===== src/l2_cache_pkg.sv =====
// L2 cache package.
// Geometry, address split, mux selects and the control/status bundles
// shared by the control block and the datapath.

package l2_cache_pkg;

    ////////////////////
    // geometry
    ////////////////////
    localparam int num_ways = 4;
    localparam int num_sets = 8;
    localparam int s_offset = 5;
    localparam int s_index  = 3;
    localparam int s_tag    = 32 - s_offset - s_index;

    typedef logic [255:0]         line_t;
    typedef logic [s_tag-1:0]     tag_t;
    typedef logic [num_ways-1:0]  way_vec_t;
    typedef logic [2:0]           plru_t;     // bit 0 picks the half, bits 1 and 2 the way.

    typedef struct packed {
        tag_t tag;
        logic valid;
        logic dirty;
    } tag_entry_t;

    typedef struct packed {
        tag_t                tag;
        logic [s_index-1:0]  index;
        logic [s_offset-1:0] offset;
    } addr_fields_t;

    ////////////////////
    // mux selects
    ////////////////////
    typedef enum logic {
        data_in_cpu,
        data_in_mem
    } data_in_sel_t;

    typedef enum logic {
        pmem_addr_fill,
        pmem_addr_wb
    } pmem_addr_sel_t;

    typedef struct packed {
        way_vec_t       tag_load;
        way_vec_t       data_load;
        logic           valid_in;
        logic           dirty_in;
        data_in_sel_t   data_in_sel;
        pmem_addr_sel_t pmem_addr_sel;
        logic [1:0]     victim_way;
        logic [1:0]     out_way;
    } dp_ctrl_t;

    typedef struct packed {
        way_vec_t   hit;
        logic [1:0] hit_way;
        way_vec_t   valid;
        way_vec_t   dirty;
    } dp_status_t;

endpackage


===== src/l2_cache_control.sv =====
// L2 cache controller.
// Lookup, miss, writeback and fill FSM, the per-set pseudo-LRU
// state and the handshakes on both sides.

module l2_cache_control (
    input  logic                     clk,
    input  logic                     rst_n,
    input  logic [31:0]              mem_address,
    input  logic                     mem_read,
    input  logic                     mem_write,
    output logic                     mem_resp,
    output logic                     pmem_read,
    output logic                     pmem_write,
    input  logic                     pmem_resp,
    input  l2_cache_pkg::dp_status_t status,
    output l2_cache_pkg::dp_ctrl_t   ctrl
);

    typedef enum logic [2:0] {
        st_idle,
        st_lookup,
        st_compare,
        st_respond,
        st_writeback,
        st_fill
    } state_t;

    state_t                     state, state_next;
    l2_cache_pkg::addr_fields_t addr;
    l2_cache_pkg::plru_t        plru_q [l2_cache_pkg::num_sets];
    l2_cache_pkg::plru_t        plru_cur;
    logic [1:0]                 victim_c;
    logic [1:0]                 victim_q;
    logic                       hit_any;

    ////////////////////
    // pseudo-LRU
    ////////////////////
    // points every bit on the path of the used way away from it.
    function automatic l2_cache_pkg::plru_t plru_touch(l2_cache_pkg::plru_t cur,
                                                       logic [1:0] way);
        l2_cache_pkg::plru_t nxt;
        nxt    = cur;
        nxt[0] = ~way[1];
        if (way[1]) begin
            nxt[2] = ~way[0];
        end else begin
            nxt[1] = ~way[0];
        end
        return nxt;
    endfunction

    assign addr     = l2_cache_pkg::addr_fields_t'(mem_address);
    assign plru_cur = plru_q[addr.index];
    assign hit_any  = |status.hit;

    // an invalid way is taken first and the tree only decides among full sets.
    always_comb begin
        victim_c = plru_cur[0] ? {1'b1, plru_cur[2]} : {1'b0, plru_cur[1]};
        for (int w = l2_cache_pkg::num_ways - 1; w >= 0; w--) begin
            if (!status.valid[w]) begin
                victim_c = 2'(w);
            end
        end
    end

    ////////////////////
    // state
    ////////////////////
    always_ff @(posedge clk or negedge rst_n) begin
        if (!rst_n) begin
            state    <= st_idle;
            victim_q <= 2'd0;
            for (int s = 0; s < l2_cache_pkg::num_sets; s++) begin
                plru_q[s] <= '0;
            end
        end else begin
            state <= state_next;
            if (state == st_compare) begin
                victim_q <= victim_c;    // held through writeback and fill.
            end
            if (state == st_compare && hit_any) begin
                plru_q[addr.index] <= plru_touch(plru_cur, status.hit_way);
            end else if (state == st_fill && pmem_resp) begin
                plru_q[addr.index] <= plru_touch(plru_cur, victim_q);
            end
        end
    end

    always_comb begin
        state_next = state;
        case (state)
            st_idle:      if (mem_read || mem_write) state_next = st_lookup;
            st_lookup:    state_next = st_compare;
            st_compare: begin
                if (hit_any) begin
                    state_next = st_respond;
                end else if (status.valid[victim_c] && status.dirty[victim_c]) begin
                    state_next = st_writeback;
                end else begin
                    state_next = st_fill;
                end
            end
            st_respond:   state_next = st_idle;    // request drops during this cycle.
            st_writeback: if (pmem_resp) state_next = st_fill;
            st_fill:      if (pmem_resp) state_next = st_lookup;
            default:      state_next = st_idle;
        endcase
    end

    ////////////////////
    // outputs
    ////////////////////
    assign mem_resp   = (state == st_compare) && hit_any;
    assign pmem_write = (state == st_writeback);
    assign pmem_read  = (state == st_fill);

    always_comb begin
        ctrl               = '0;
        ctrl.valid_in      = 1'b1;
        ctrl.victim_way    = victim_q;
        ctrl.out_way       = status.hit_way;
        ctrl.data_in_sel   = l2_cache_pkg::data_in_cpu;
        ctrl.pmem_addr_sel = (state == st_writeback) ? l2_cache_pkg::pmem_addr_wb
                                                     : l2_cache_pkg::pmem_addr_fill;
        if (state == st_compare && hit_any && mem_write) begin
            ctrl.tag_load  = status.hit;    // write hit marks the line dirty.
            ctrl.data_load = status.hit;
            ctrl.dirty_in  = 1'b1;
        end else if (state == st_fill && pmem_resp) begin
            ctrl.tag_load    = l2_cache_pkg::way_vec_t'(4'b0001 << victim_q);
            ctrl.data_load   = l2_cache_pkg::way_vec_t'(4'b0001 << victim_q);
            ctrl.dirty_in    = 1'b0;    // a fresh line matches memory.
            ctrl.data_in_sel = l2_cache_pkg::data_in_mem;
        end
    end

endmodule


===== config.mk =====
export PLATFORM = sky130hd
export DESIGN_NAME = l2_cache_control
export DESIGN_NICKNAME = d
export VERILOG_FILES = /design/src/l2_cache_pkg.sv /design/src/l2_cache_control.sv
export SDC_FILE = /design/constraint.sdc
export NUM_CORES = 1
export LEC_CHECK = 0
export ABC_AREA = 1
export ABC_CLOCK_PERIOD_IN_PS = 2150
export BUFFER_PORTS_ARGS = -buffer_cell sky130_fd_sc_hd__clkbuf_2
export CORE_UTILIZATION = 45
export DETAILED_ROUTE_END_ITERATION = 6
export PLACE_DENSITY = 0.85
export SLEW_MARGIN = 30
export SYNTH_ARGS = -nofsm -noshare
export SYNTH_HDL_FRONTEND = slang
export SYNTH_SLANG_ARGS = --single-unit

===== constraint.sdc =====
create_clock -name clk -period 2.15 [get_ports clk]
set_clock_uncertainty 0.15 [all_clocks]
set_input_delay 0.3225 -clock clk [delete_from_list [all_inputs] [get_ports clk]]
set_output_delay 0.3225 -clock clk [all_outputs]
set_load 0.05 [all_outputs]

Word level (Yosys, flattened, before mapping)
Index checks and enable logic that the tools add are counted.
{"block": "classes", "n_eq_ne": 7, "bitwise_logic": 5, "reduce_logical": 10, "magnitude_cmp": 3, "muxes": 40, "shift": 1}
{"cell": "24-bit bitwise mux", "count": 2}
{"cell": "24-bit 2-to-1 mux", "count": 2}
{"cell": "3-bit 2-to-1 mux", "count": 7}
{"cell": "1-bit 2-to-1 mux", "count": 17}
{"cell": "8-bit 2-to-1 mux", "count": 2}
{"cell": "3-bit case mux with 5 select lines", "count": 1}
{"cell": "2-bit 2-to-1 mux", "count": 5}
{"cell": "3-bit binary-select mux with 3-bit select", "count": 1}
{"cell": "3-bit demux with 3-bit select", "count": 1}
{"cell": "3-bit equality test, second input constant", "count": 2}
{"cell": "1-bit logical AND", "count": 5}
{"cell": "1-bit binary-select mux with 2-bit select", "count": 2}
{"cell": "4-bit >= comparator, second input constant", "count": 1}
{"cell": "4-bit by 1-bit less-than comparator with 1-bit output, second input constant", "count": 1}
{"cell": "2-bit by 1-bit inequality test with 1-bit output, second input constant", "count": 2}
{"cell": "1-bit inverter", "count": 4}
{"cell": "3-bit inverter with 4-bit output", "count": 1}
{"cell": "4-bit OR reduction", "count": 1}
{"cell": "1-bit by 2-bit left shift with 4-bit output, first input constant", "count": 1}
{"cell": "3-bit by 1-bit equality test with 1-bit output, second input constant", "count": 1}
{"cell": "3-bit by 2-bit equality test with 1-bit output, second input constant", "count": 1}
{"cell": "3-bit logical NOT", "count": 1}
{"cell": "2-bit by 3-bit less-than comparator with 1-bit output, second input constant", "count": 1}
{"cell": "3-bit AND reduction", "count": 1}
{"cell": "other kinds (3)", "count": 3}
{"block": "totals", "elab_cells": 76, "out_inout_bits": 19, "inputBits": 51, "ff_bits": 29}

Logic depth before layout (Yosys ltp)
Gate-level depths: netlist (run 1).
{"block": "logic_depth", "ltp_word": 15, "mapped_depth": 17, "depth_no_buf": 16}

Worst setup path after synthesis (run 1)
OpenSTA, ideal clock, no wires.
{"block": "synth_path", "path_kind": "register to output", "start": "register state[1]", "end": "output port ctrl[12] (netlist name)", "path_stages_with_launch": 7, "slack_ps": -1542, "t_arrival_ps": 3219, "t_required_ps": 1678, "n_path_buf": 1, "cell_sequence": "dfrtp_1 > inv_2 > nand3_1 > nor2_1 > inv_1 > o32ai_1 > buf_4"}
{"element": "start: declaration", "line_no": "l2_cache_control.sv:28", "rtl": "state_t state, state_next;"}
{"element": "start signal: assignment", "line_no": "l2_cache_control.sv:72", "rtl": "state <= st_idle;"}
{"element": "start signal: assignment", "line_no": "l2_cache_control.sv:78", "rtl": "state <= state_next;"}
{"element": "end: declaration", "line_no": "l2_cache_control.sv:16", "rtl": "output l2_cache_pkg::dp_ctrl_t ctrl"}

==> flow_summary.yaml, run 1 <==
worst_setup_path:
  path_max_fanout: 4
  crit_path_end_kind: "output pin"
  cp-start-kind: "register"
  cp.arrival_ns: 1.87
  critPathKind: "reg2out"
  required_ns: 1.68
floorplan:
  core_sq_mm: 0.003799
  io_pins: 70
  die_x_um: 65.93
  core.rowCount: 22
  initial_core_util_pct: 48.42
  die_h_um: 65.93
  dieArea_sq_mm: 0.004347
layout:
  drive_gt1_share_pct: 33.33
  diodes: 0
  nFillCells: 254
  fin_cells: 354
  nets: 356
  fin_area_sq_mm: 0.002507
  area.growth.synth_to_final_pct: 36.33
timing:
  rsz0062_at_grt: "yes"
  maxSlewViolCount: 0
  hold_viol_final: 0
  period_share_pct: 108.9
  timing.hold.ws_ns: 0.1982
  finalSetupViolations: 9
  tns_ns: -1.475
  layout_min_cycle_time_ns: 2.341
  worstMarginPinSlew_ns: 0.7356
  timing.final.ws_setup_ns: -0.1907
  fmax_ghz: 0.4272
  relSlewSlack_pct: 50.96
routing:
  routed_wl_um: 5460
  via_per_inst: 5.523
  post_drt_wl_per_cell_um: 15.42
  ant_nets: 0
  drc: 0
  drt_first_pass_iters: 4
  dr_total_vias: 1955
  drtIter0Drc: 165
yosys:
  ys_warn_count: 0
  ys_seq_area_share_pct: 39.46
  yosysMostFrequentCell: "nand2_1"
  yosys-top-cells-count: "nand2_1 (90), inv_1 (34), dfrtp_1 (29)"
  synth_cells: 252
  synthArstFlopShare_pct: 100.0
  synth_top_area_cell: "dfrtp_1"
  synthFlopType: "dfrtp_1"
  netlist_area_sq_mm: 0.001839
  ys_types: 29
  netlist_top_cells_area: "dfrtp_1 (39%), nand2_1 (18%), inv_1 (6.9%), nand3_1 (5.7%), o21ai_0 (5.2%)"
  ys_ff_latch: 29
  syn_avg_cell_area_sq_um: 7.299
  synth-edff-count: 0
  netlist.area_leader.share_pct: 39.46
  synth_fp_nets: 303
pwr:
  internal_power_w: 0.001810
  powerDensity_mw_per_mm2: 1316
  swShare_pct: 45.15
  power_w: 0.003299
  power_frac_seq_pct: 28.6
  comb_power_share_pct: 53.3
  clkPwrFrac_pct: 18.1
  vdd_ir_drop_max_uv: 765.8
  power.switching_w: 0.001490
  p_leak_nw: 1.292
global_route:
  antenna_found_initial: 0
  grt_pass1_wl_um: 7679
  grt_max_degree: 30
  grt_pass1_vias: 1636
  grt_overflow: 0
  track_usage_pct: 24.51
cts:
  cts.htree.levels: 2
  clk_pin_slew_ns: 0.06
  cts_sinks: 29
  numCtsBuffers: 5
  clock-root-buffer: "clkbuf_8"
  cts_tree: "done"
  clk_latency_ns: 0.29
  clock_path_buffers: 2
outcome:
  outcome: "finished, violations left"
  violations: "negative setup slack"
placed_design:
  post-place-cells: 334
  place.port_buffers: 39
  place_congestion: 0.8701
  placed_cell_area_sq_mm: 0.002147
  dp_hpwl_um: 3178
min_path:
  min_path_type: "in2reg"
run:
  drv_cap: 0
[per-stage QoR]
stage / util, % / setup WS (ns)
after floorplan: - / -0.4497
after global placement: 56.52 / 0.08100
after detailed placement: 56.52 / 0.002380
after CTS: 63.83 / -0.1398
after global routing: 66.01 / -0.2463
final: 66.01 / -0.1907
[per-layer routing]
| metal | GRT usage (%) | routed length (um) |
|---|---|---|
| met1 | 30.37 | 2106 |
| met2 | 38.01 | 2696 |
| met3 | 6.207 | 419 |
| met4 | 14.89 | 238 |
| met5 | 0 | 0 |
[what timing repair did]
action / 4_1_cts / 5_1_grt
pin swaps: 8 / 4
gates resized for setup: 18 / 27
endpoints found under the hold margin: 29 / 0
setup endpoints to repair: 9 / 34
hold buffers: 1 / 0
setup buffers: 10 / 3
[critical path: stages (launching register included)]
cell and delay (ns):
dfrtp_1 0.42, nor2_2 0.14, inv_2 0.08, nor2_4 0.14, inv_4 0.06, nor2_8 0.13
inv_6 0.04, nor2_4 0.10, inv_4 0.08, o32ai_4 0.17, buf_8 0.20
[final timing paths]
kind / startpoint / endpoint / slack (ns) / cells past startpoint
setup / recovery: state[2] / ctrl[13] / -0.19 / 10
hold / removal: pmem_resp / state[0] / 0.20 / 4
setup reg to reg: state[2] / plru_q[10] / 0.05 / 12
hold reg to reg: plru_q[1] / plru_q[1] / 0.33 / 2
max in group asynchronous: rst_n / plru_q[11] / 0.90 / 2
min in group asynchronous: rst_n / plru_q[2] / 0.48 / 2
[registers in the layout, summed over array words and instances (netlist names)]
signal / count
state: 3
victim_q: 2
plru_q: 24
[layout make-up]
class	count	area, sq um	area share [%]
well taps	48	60.06	2.395
repair buffers	57	432.9	17.27
multi-input cells	173	1012	40.37
inverters	39	160.2	6.387
clock inverters	1	30.03	1.198
flip-flops and latches	29	725.7	28.94
clock buffers	7	86.33	3.443
[power by group through the flow]
stage | Sequential [W] | Combinational [W] | Clock [W]
finish | 0.000944 | 0.00176 | 0.000596
global route | 0.000967 | 0.00189 | 0.000624
CTS | 0.000924 | 0.00161 | 0.000597
detailed placement | 0.000940 | 0.00142 | 0
global placement | 0.000932 | 0.00138 | 0
floorplan | 0.000973 | 0.00104 | 0
[cells by family after synthesis]
family                 share of synthesized area (%)
flip-flops                                     39.46
AND/OR/NAND/NOR                                31.63
AO/OA/AOI/OAI                                  15.85
other                                         0.2039
buffers and inverters                          12.86
[placed cells by master, fill, tap and decap left out, types with 2 or more instances in the layout]
| cell type | Yosys | final |
|---|---|---|
| nand2_1 | 90 | 90 |
| inv_1 | 34 | 32 |
| clkbuf_2 | 0 | 29 |
| dfrtp_1 | 29 | 29 |
| o21ai_0 | 19 | 19 |
| buf_4 | 8 | 17 |
| nand3_1 | 21 | 12 |
| buf_8 | 0 | 10 |
| nand3_2 | 0 | 9 |
| o21ai_2 | 8 | 8 |
| nor2_1 | 8 | 6 |
| clkbuf_8 | 0 | 6 |
| nor2_4 | 2 | 4 |
| o32ai_4 | 0 | 4 |
| a21oi_1 | 4 | 4 |
| inv_2 | 4 | 3 |
| inv_4 | 1 | 2 |
| nand4_1 | 2 | 2 |
| nor3_1 | 2 | 2 |
| nand2_2 | 2 | 2 |
Power figures use the tool's default switching activity.
==> run 2: changes to the inputs <==
- SETUP_SLACK_MARGIN: unset -> 0.4
==> run 2 against run 1 <==
Effect of this change: the run still ends with negative setup slack left; clock power fell by 14%; cell count grew 4.0%; maximum frequency fell by 0.23%; global-route usage grew 2.3 points; largest cell class unchanged; via count up 12%; wire length is 33% higher; combinational power increased by 39%; sequential power increased by 7%.
==> flow_summary.yaml, run 2 (synthesis gave the netlist of run 1 again) <==
timing:
  rsz0062_at_grt: "yes"
  maxSlewViolCount: 0
  fmax_ghz: 0.4262
  timing.final.ws_setup_ns: -0.1961
  timing.hold.ws_ns: 0.1854
  finalSetupViolations: 10
  period_share_pct: 109.1
  relSlewSlack_pct: 51.55
  hold_viol_final: 0
  layout_min_cycle_time_ns: 2.346
  worstMarginPinSlew_ns: 0.7267
cts:
  clock-root-buffer: "clkbuf_8"
  cts_sinks: 29
  cts.htree.levels: 2
  clk_pin_slew_ns: 0.06
  cts_tree: "done"
  clk_latency_ns: 0.29
  clock_path_buffers: 2
  numCtsBuffers: 5
global_route:
  track_usage_pct: 26.83
  antenna_found_initial: 0
  grt_max_degree: 30
  grt_overflow: 0
  grt_pass1_vias: 1791
  grt_pass1_wl_um: 8500
routing:
  dr_total_vias: 2194
  drtIter0Drc: 270
  drc: 0
  drt_first_pass_iters: 7
  post_drt_wl_per_cell_um: 19.76
  ant_nets: 0
  routed_wl_um: 7272
  via_per_inst: 5.962
worst_setup_path:
  crit_path_end_kind: "output pin"
  required_ns: 1.68
  reg2reg_depth: 13
  critPathKind: "reg2out"
  path_max_fanout: 5
  cp.arrival_ns: 1.87
  cp-start-kind: "register"
pwr:
  power_w: 0.003961
  powerDensity_mw_per_mm2: 1322
  vdd_ir_drop_max_uv: 783.1
  p_leak_nw: 1.435
layout:
  nets: 370
  top_register: "plru_q"
  multi_input_area_sq_mm: 0.001271
  diodes: 0
  regArea_sq_um: 726.9
  fin_area_sq_mm: 0.002997
  nFillCells: 211
  area.growth.synth_to_final_pct: 62.92
  top_regs: "plru_q (24), state (3), victim_q (2)"
  largest_reg_flops: 24
  drive_gt1_share_pct: 54.06
  layout_commonest_cell: "nand2_1"
  final_cell_mix: "nand2_1 (62), nand2_2 (29), inv_1 (28), dfrtp_1 (28), clkbuf_2 (23)"
floorplan:
  dieArea_sq_mm: 0.004347
  io_pins: 70
  core.rowCount: 22
  die_h_um: 65.93
  core_sq_mm: 0.003799
  die_x_um: 65.93
  initial_core_util_pct: 48.42
min_path:
  min_path_cells: 4
  min_path_type: "in2reg"
placed_design:
  place.port_buffers: 39
  place_congestion: 0.8200
  placed_cell_area_sq_mm: 0.002133
  dp_hpwl_um: 3034
outcome:
  outcome: "finished, violations left"
  violations: "negative setup slack"
run:
  drv_cap: 0
==> run 2: cell count changes in the layout (fill, tap and decap cells not counted), sizes merged <==
cell    delta
buf       +13
bufinv     -1
clkbuf     +1
clkinv     +1
==> run 2: critical path: stages (launching register included) <==
cell and delay [ns]:
dfrtp_1 0.40, buf_6 0.12, nand3_4 0.09, nor2_4 0.14, clkinvlp_4 0.23, o32ai_4 0.40, buf_8 0.20
==> run 2: layout make-up <==
cell class	count	area share (%)
Timing Repair Buffer	71	22.42
Multi-Input combinational cell	173	42.42
Clock buffer	7	3.215
Clock inverter	1	0.1670
Tap cell	48	2.004
Inverter	39	5.511
Sequential cell	29	24.26
==> run 2: metrics by stage <==
stage,TNS (ns),worst slack [ns],std cells,util [%]
4_1_cts,-0.8876,-0.1400,352,70.19
5_1_grt,-2.502,-0.2634,368,78.89
3_5_place_dp,0,0.03270,332,56.16
6_report,-1.501,-0.1961,368,78.89
3_3_place_gp,0,0.08503,332,56.16
2_1_floorplan,-2.916,-0.4495,252,-
==> run 2: layer usage <==
layer | vias up | GRT usage, % | share of wire, %
li1 | 939 | - | -
met1 | 1026 | 31.49 | 38
met2 | 166 | 42.22 | 46
met3 | 63 | 6.897 | 8.5
met4 | 0 | 19.15 | 8.1
met5 | - | 0 | 0
==> run 2: power by group <==
group	internal [W]	leakage, nW	total [W]	switching, W
sequential	0.000779	0.366	0.00101	0.000227
combinational	0.00102	1.01	0.00244	0.00143
clock	0.000289	0.0542	0.000512	0.000223
==> run 2: repair_timing <==
item	CTS	global route
gates resized for setup	87	70
hold endpoints to repair	29	0
hold buffers	1	0
endpoints found under the setup margin	38	39
pin swaps	9	28
setup buffers	11	16
==> run 2: path summary, 6_finish.rpt <==
check	from	to	slack, ns
worst max-delay path	state[2]	ctrl[10]	-0.20
worst min-delay path	pmem_resp	state[0]	0.19
worst max register to register	state[2]	plru_q[14]	0.03
worst min register to register	plru_q[9]	plru_q[9]	0.35
max in group asynchronous	rst_n	victim_q[1]	0.87
min in group asynchronous	rst_n	plru_q[1]	0.47
==> run 3: changes to the inputs <==
- ABC_CLOCK_PERIOD_IN_PS: 2150 -> 1900
- CORE_UTILIZATION: 45 -> 44
- PLACE_DENSITY: 0.85 -> 0.87
- clock period: 2.15 -> 1.9 ns (I/O delays scaled with it)
==> run 3 against run 2 <==
Effect of this change: flip-flop and latch count unchanged; the flow still finishes with violations (negative setup slack); highest routed layer unchanged; design area rose by 5.7%; first-iteration DRC count grew 27%; register-to-register slack lost 0.41 ns; critical endpoint is now ctrl[9]; clock-buffer cell count down 2; utilization rose by 0.28 points; largest power group unchanged; sequential power is 9.9% higher; sequential share of layout area decreased by 1.3 points; die area is 2.2% higher; clock power is 5.3% lower; hold slack worse by 0.026 ns.
==> flow_summary.yaml, run 3 (synthesis gave the netlist of run 1 again) <==
outcome:
  outcome: "finished, violations left"
  violations: "negative setup slack"
cts:
  cts.htree.levels: 2
  clk_latency_ns: 0.29
  clock-root-buffer: "clkbuf_8"
  cts_sinks: 29
  numCtsBuffers: 5
  clk_pin_slew_ns: 0.06
  clock_path_buffers: 2
  cts_tree: "done"
placed_design:
  dp_slack_ns: -0.1248
  place.port_buffers: 39
  place_congestion: 0.8429
  placed_cell_area_sq_mm: 0.002323
  dp_hpwl_um: 3251
layout:
  layout_commonest_cell: "nand2_1"
  fin_area_sq_mm: 0.003167
  diodes: 0
  top_regs: "plru_q (24), state (3), victim_q (2)"
  nFillCells: 202
  drive_gt1_share_pct: 57.06
  area.growth.synth_to_final_pct: 72.18
  largest_reg_flops: 24
  final_cell_mix: "nand2_1 (55), buf_4 (37), nand2_2 (35)"
  top_register: "plru_q"
  nets: 392
global_route:
  grt_overflow: 0
  track_usage_pct: 31.98
  grt_pass1_vias: 2032
  antenna_found_initial: 0
  grt_max_degree: 30
  grt_pass1_wl_um: 10100
floorplan:
  initial_core_util_pct: 45.98
  die_h_um: 66.66
  core.rowCount: 23
  die_x_um: 66.66
  io_pins: 70
  core_sq_mm: 0.004000
  dieArea_sq_mm: 0.004443
min_path:
  min_path_cells: 4
  hold_path_startpoint: "pmem_resp"
  min_path_type: "in2reg"
  min_to: "state[0]"
timing:
  tns_ns: -12.80
  relSlewSlack_pct: 50.05
  period_share_pct: 126.6
  maxSlewViolCount: 0
  worstMarginPinSlew_ns: 0.7492
  rsz0062_at_grt: "yes"
  finalSetupViolations: 36
  timing.final.ws_setup_ns: -0.5052
  fmax_ghz: 0.4158
  hold_viol_final: 0
  timing.hold.ws_ns: 0.1592
  layout_min_cycle_time_ns: 2.405
routing:
  drc: 0
  via_per_inst: 5.987
  drt_first_pass_iters: 5
  routed_wl_um: 8196
  ant_nets: 0
  post_drt_wl_per_cell_um: 21.02
  dr_total_vias: 2335
  drtIter0Drc: 344
pwr:
  p_leak_nw: 1.541
  vdd_ir_drop_max_uv: 943.4
  powerDensity_mw_per_mm2: 1432
  power_w: 0.004536
worst_setup_path:
  required_ns: 1.46
  path_cells: "inv_2 > nand3_4 > nor2_4 > clkinvlp_4 > buf_4 > o32ai_4 > clkbuf_8"
  reg2reg_slack_ns: -0.38
  cp_slowest_stage_delay_ns: 0.40
  path_max_fanout: 5
  rr_endpoint: "plru_q[5]"
  reg2reg_depth: 13
  cp-start-kind: "register"
  critPathKind: "reg2out"
  slowest_stage: "dfrtp_1"
  r2r_start: "state[1]"
  crit_path_end_kind: "output pin"
  cp.arrival_ns: 1.97
run:
  drv_cap: 0
[run 3: cell types whose count changed in the layout (fill, tap and decap cells not counted), sizes merged]
| cell | previous run | this run |
|---|---|---|
| buf | 40 | 60 |
[run 3: where the power goes]
part	leakage, nW	switching, W	total [W]	internal (W)
logic	1.14	0.00171	0.00294	0.00122
clock network	0.0399	0.000244	0.000485	0.000240
registers	0.365	0.000231	0.00111	0.000883
[run 3: repair_timing]
action / CTS / global route
pin swaps: 9 / 25
buffers inserted: 4 / 22
cloned: 0 / 0
hold buffers: 1 / 0
endpoints found under the setup margin: 43 / 42
resized for setup: 62 / 99
hold endpoints to repair: 29 / 0
[run 3: metrics by stage]
stage | utilization (%) | std cells
after CTS | 67.59 | 368
final | 79.17 | 390
after floorplan | - | 252
after detailed placement | 58.09 | 357
after global placement | 58.09 | 357
after global routing | 79.17 | 390
[run 3: worst max path at each step]
| stage | start | endpoint | slack, ns | cells after the start |
|---|---|---|---|---|
| floorplan | state[2] | ctrl[12] | -0.66 | 10 |
| global placement | state[2] | ctrl[9] | -0.07 | 10 |
| detailed placement | state[2] | ctrl[9] | -0.12 | 10 |
| CTS | state[1] | ctrl[10] | -0.35 | 6 |
| global route | state[2] | ctrl[10] | -0.55 | 10 |
| finish | state[1] | ctrl[9] | -0.51 | 7 |
[run 3: layer usage]
| layer | wire length (um) | GRT usage, % | vias to the layer above |
|---|---|---|---|
| met1 | 2955 | 35.22 | 1109 |
| met3 | 629 | 8.048 | 60 |
| met4 | 672 | 20.74 | 0 |
| li1 | - | - | 979 |
| met5 | 0 | 0 | - |
| met2 | 3938 | 54.04 | 187 |
[run 3: area by class of cell]
cell class / instances / area, sq um / area share [%]
Clock buffer: 5 / 68.82 / 2.173
Clock inverter: 1 / 5.005 / 0.1580
Inverter: 39 / 167.7 / 5.294
Multi-Input combinational cell: 173 / 1296 / 40.93
Sequential cell: 29 / 728.2 / 22.99
Tap cell: 50 / 62.56 / 1.976
Timing Repair Buffer: 93 / 838.3 / 26.47
[run 3: worst max-delay path, delay by kind of cell (launching register included)]
kind	cells	cell delay (ns)
flops	1	0.40
buf+inv	4	0.78
compound gates	1	0.27
simple gates	2	0.23
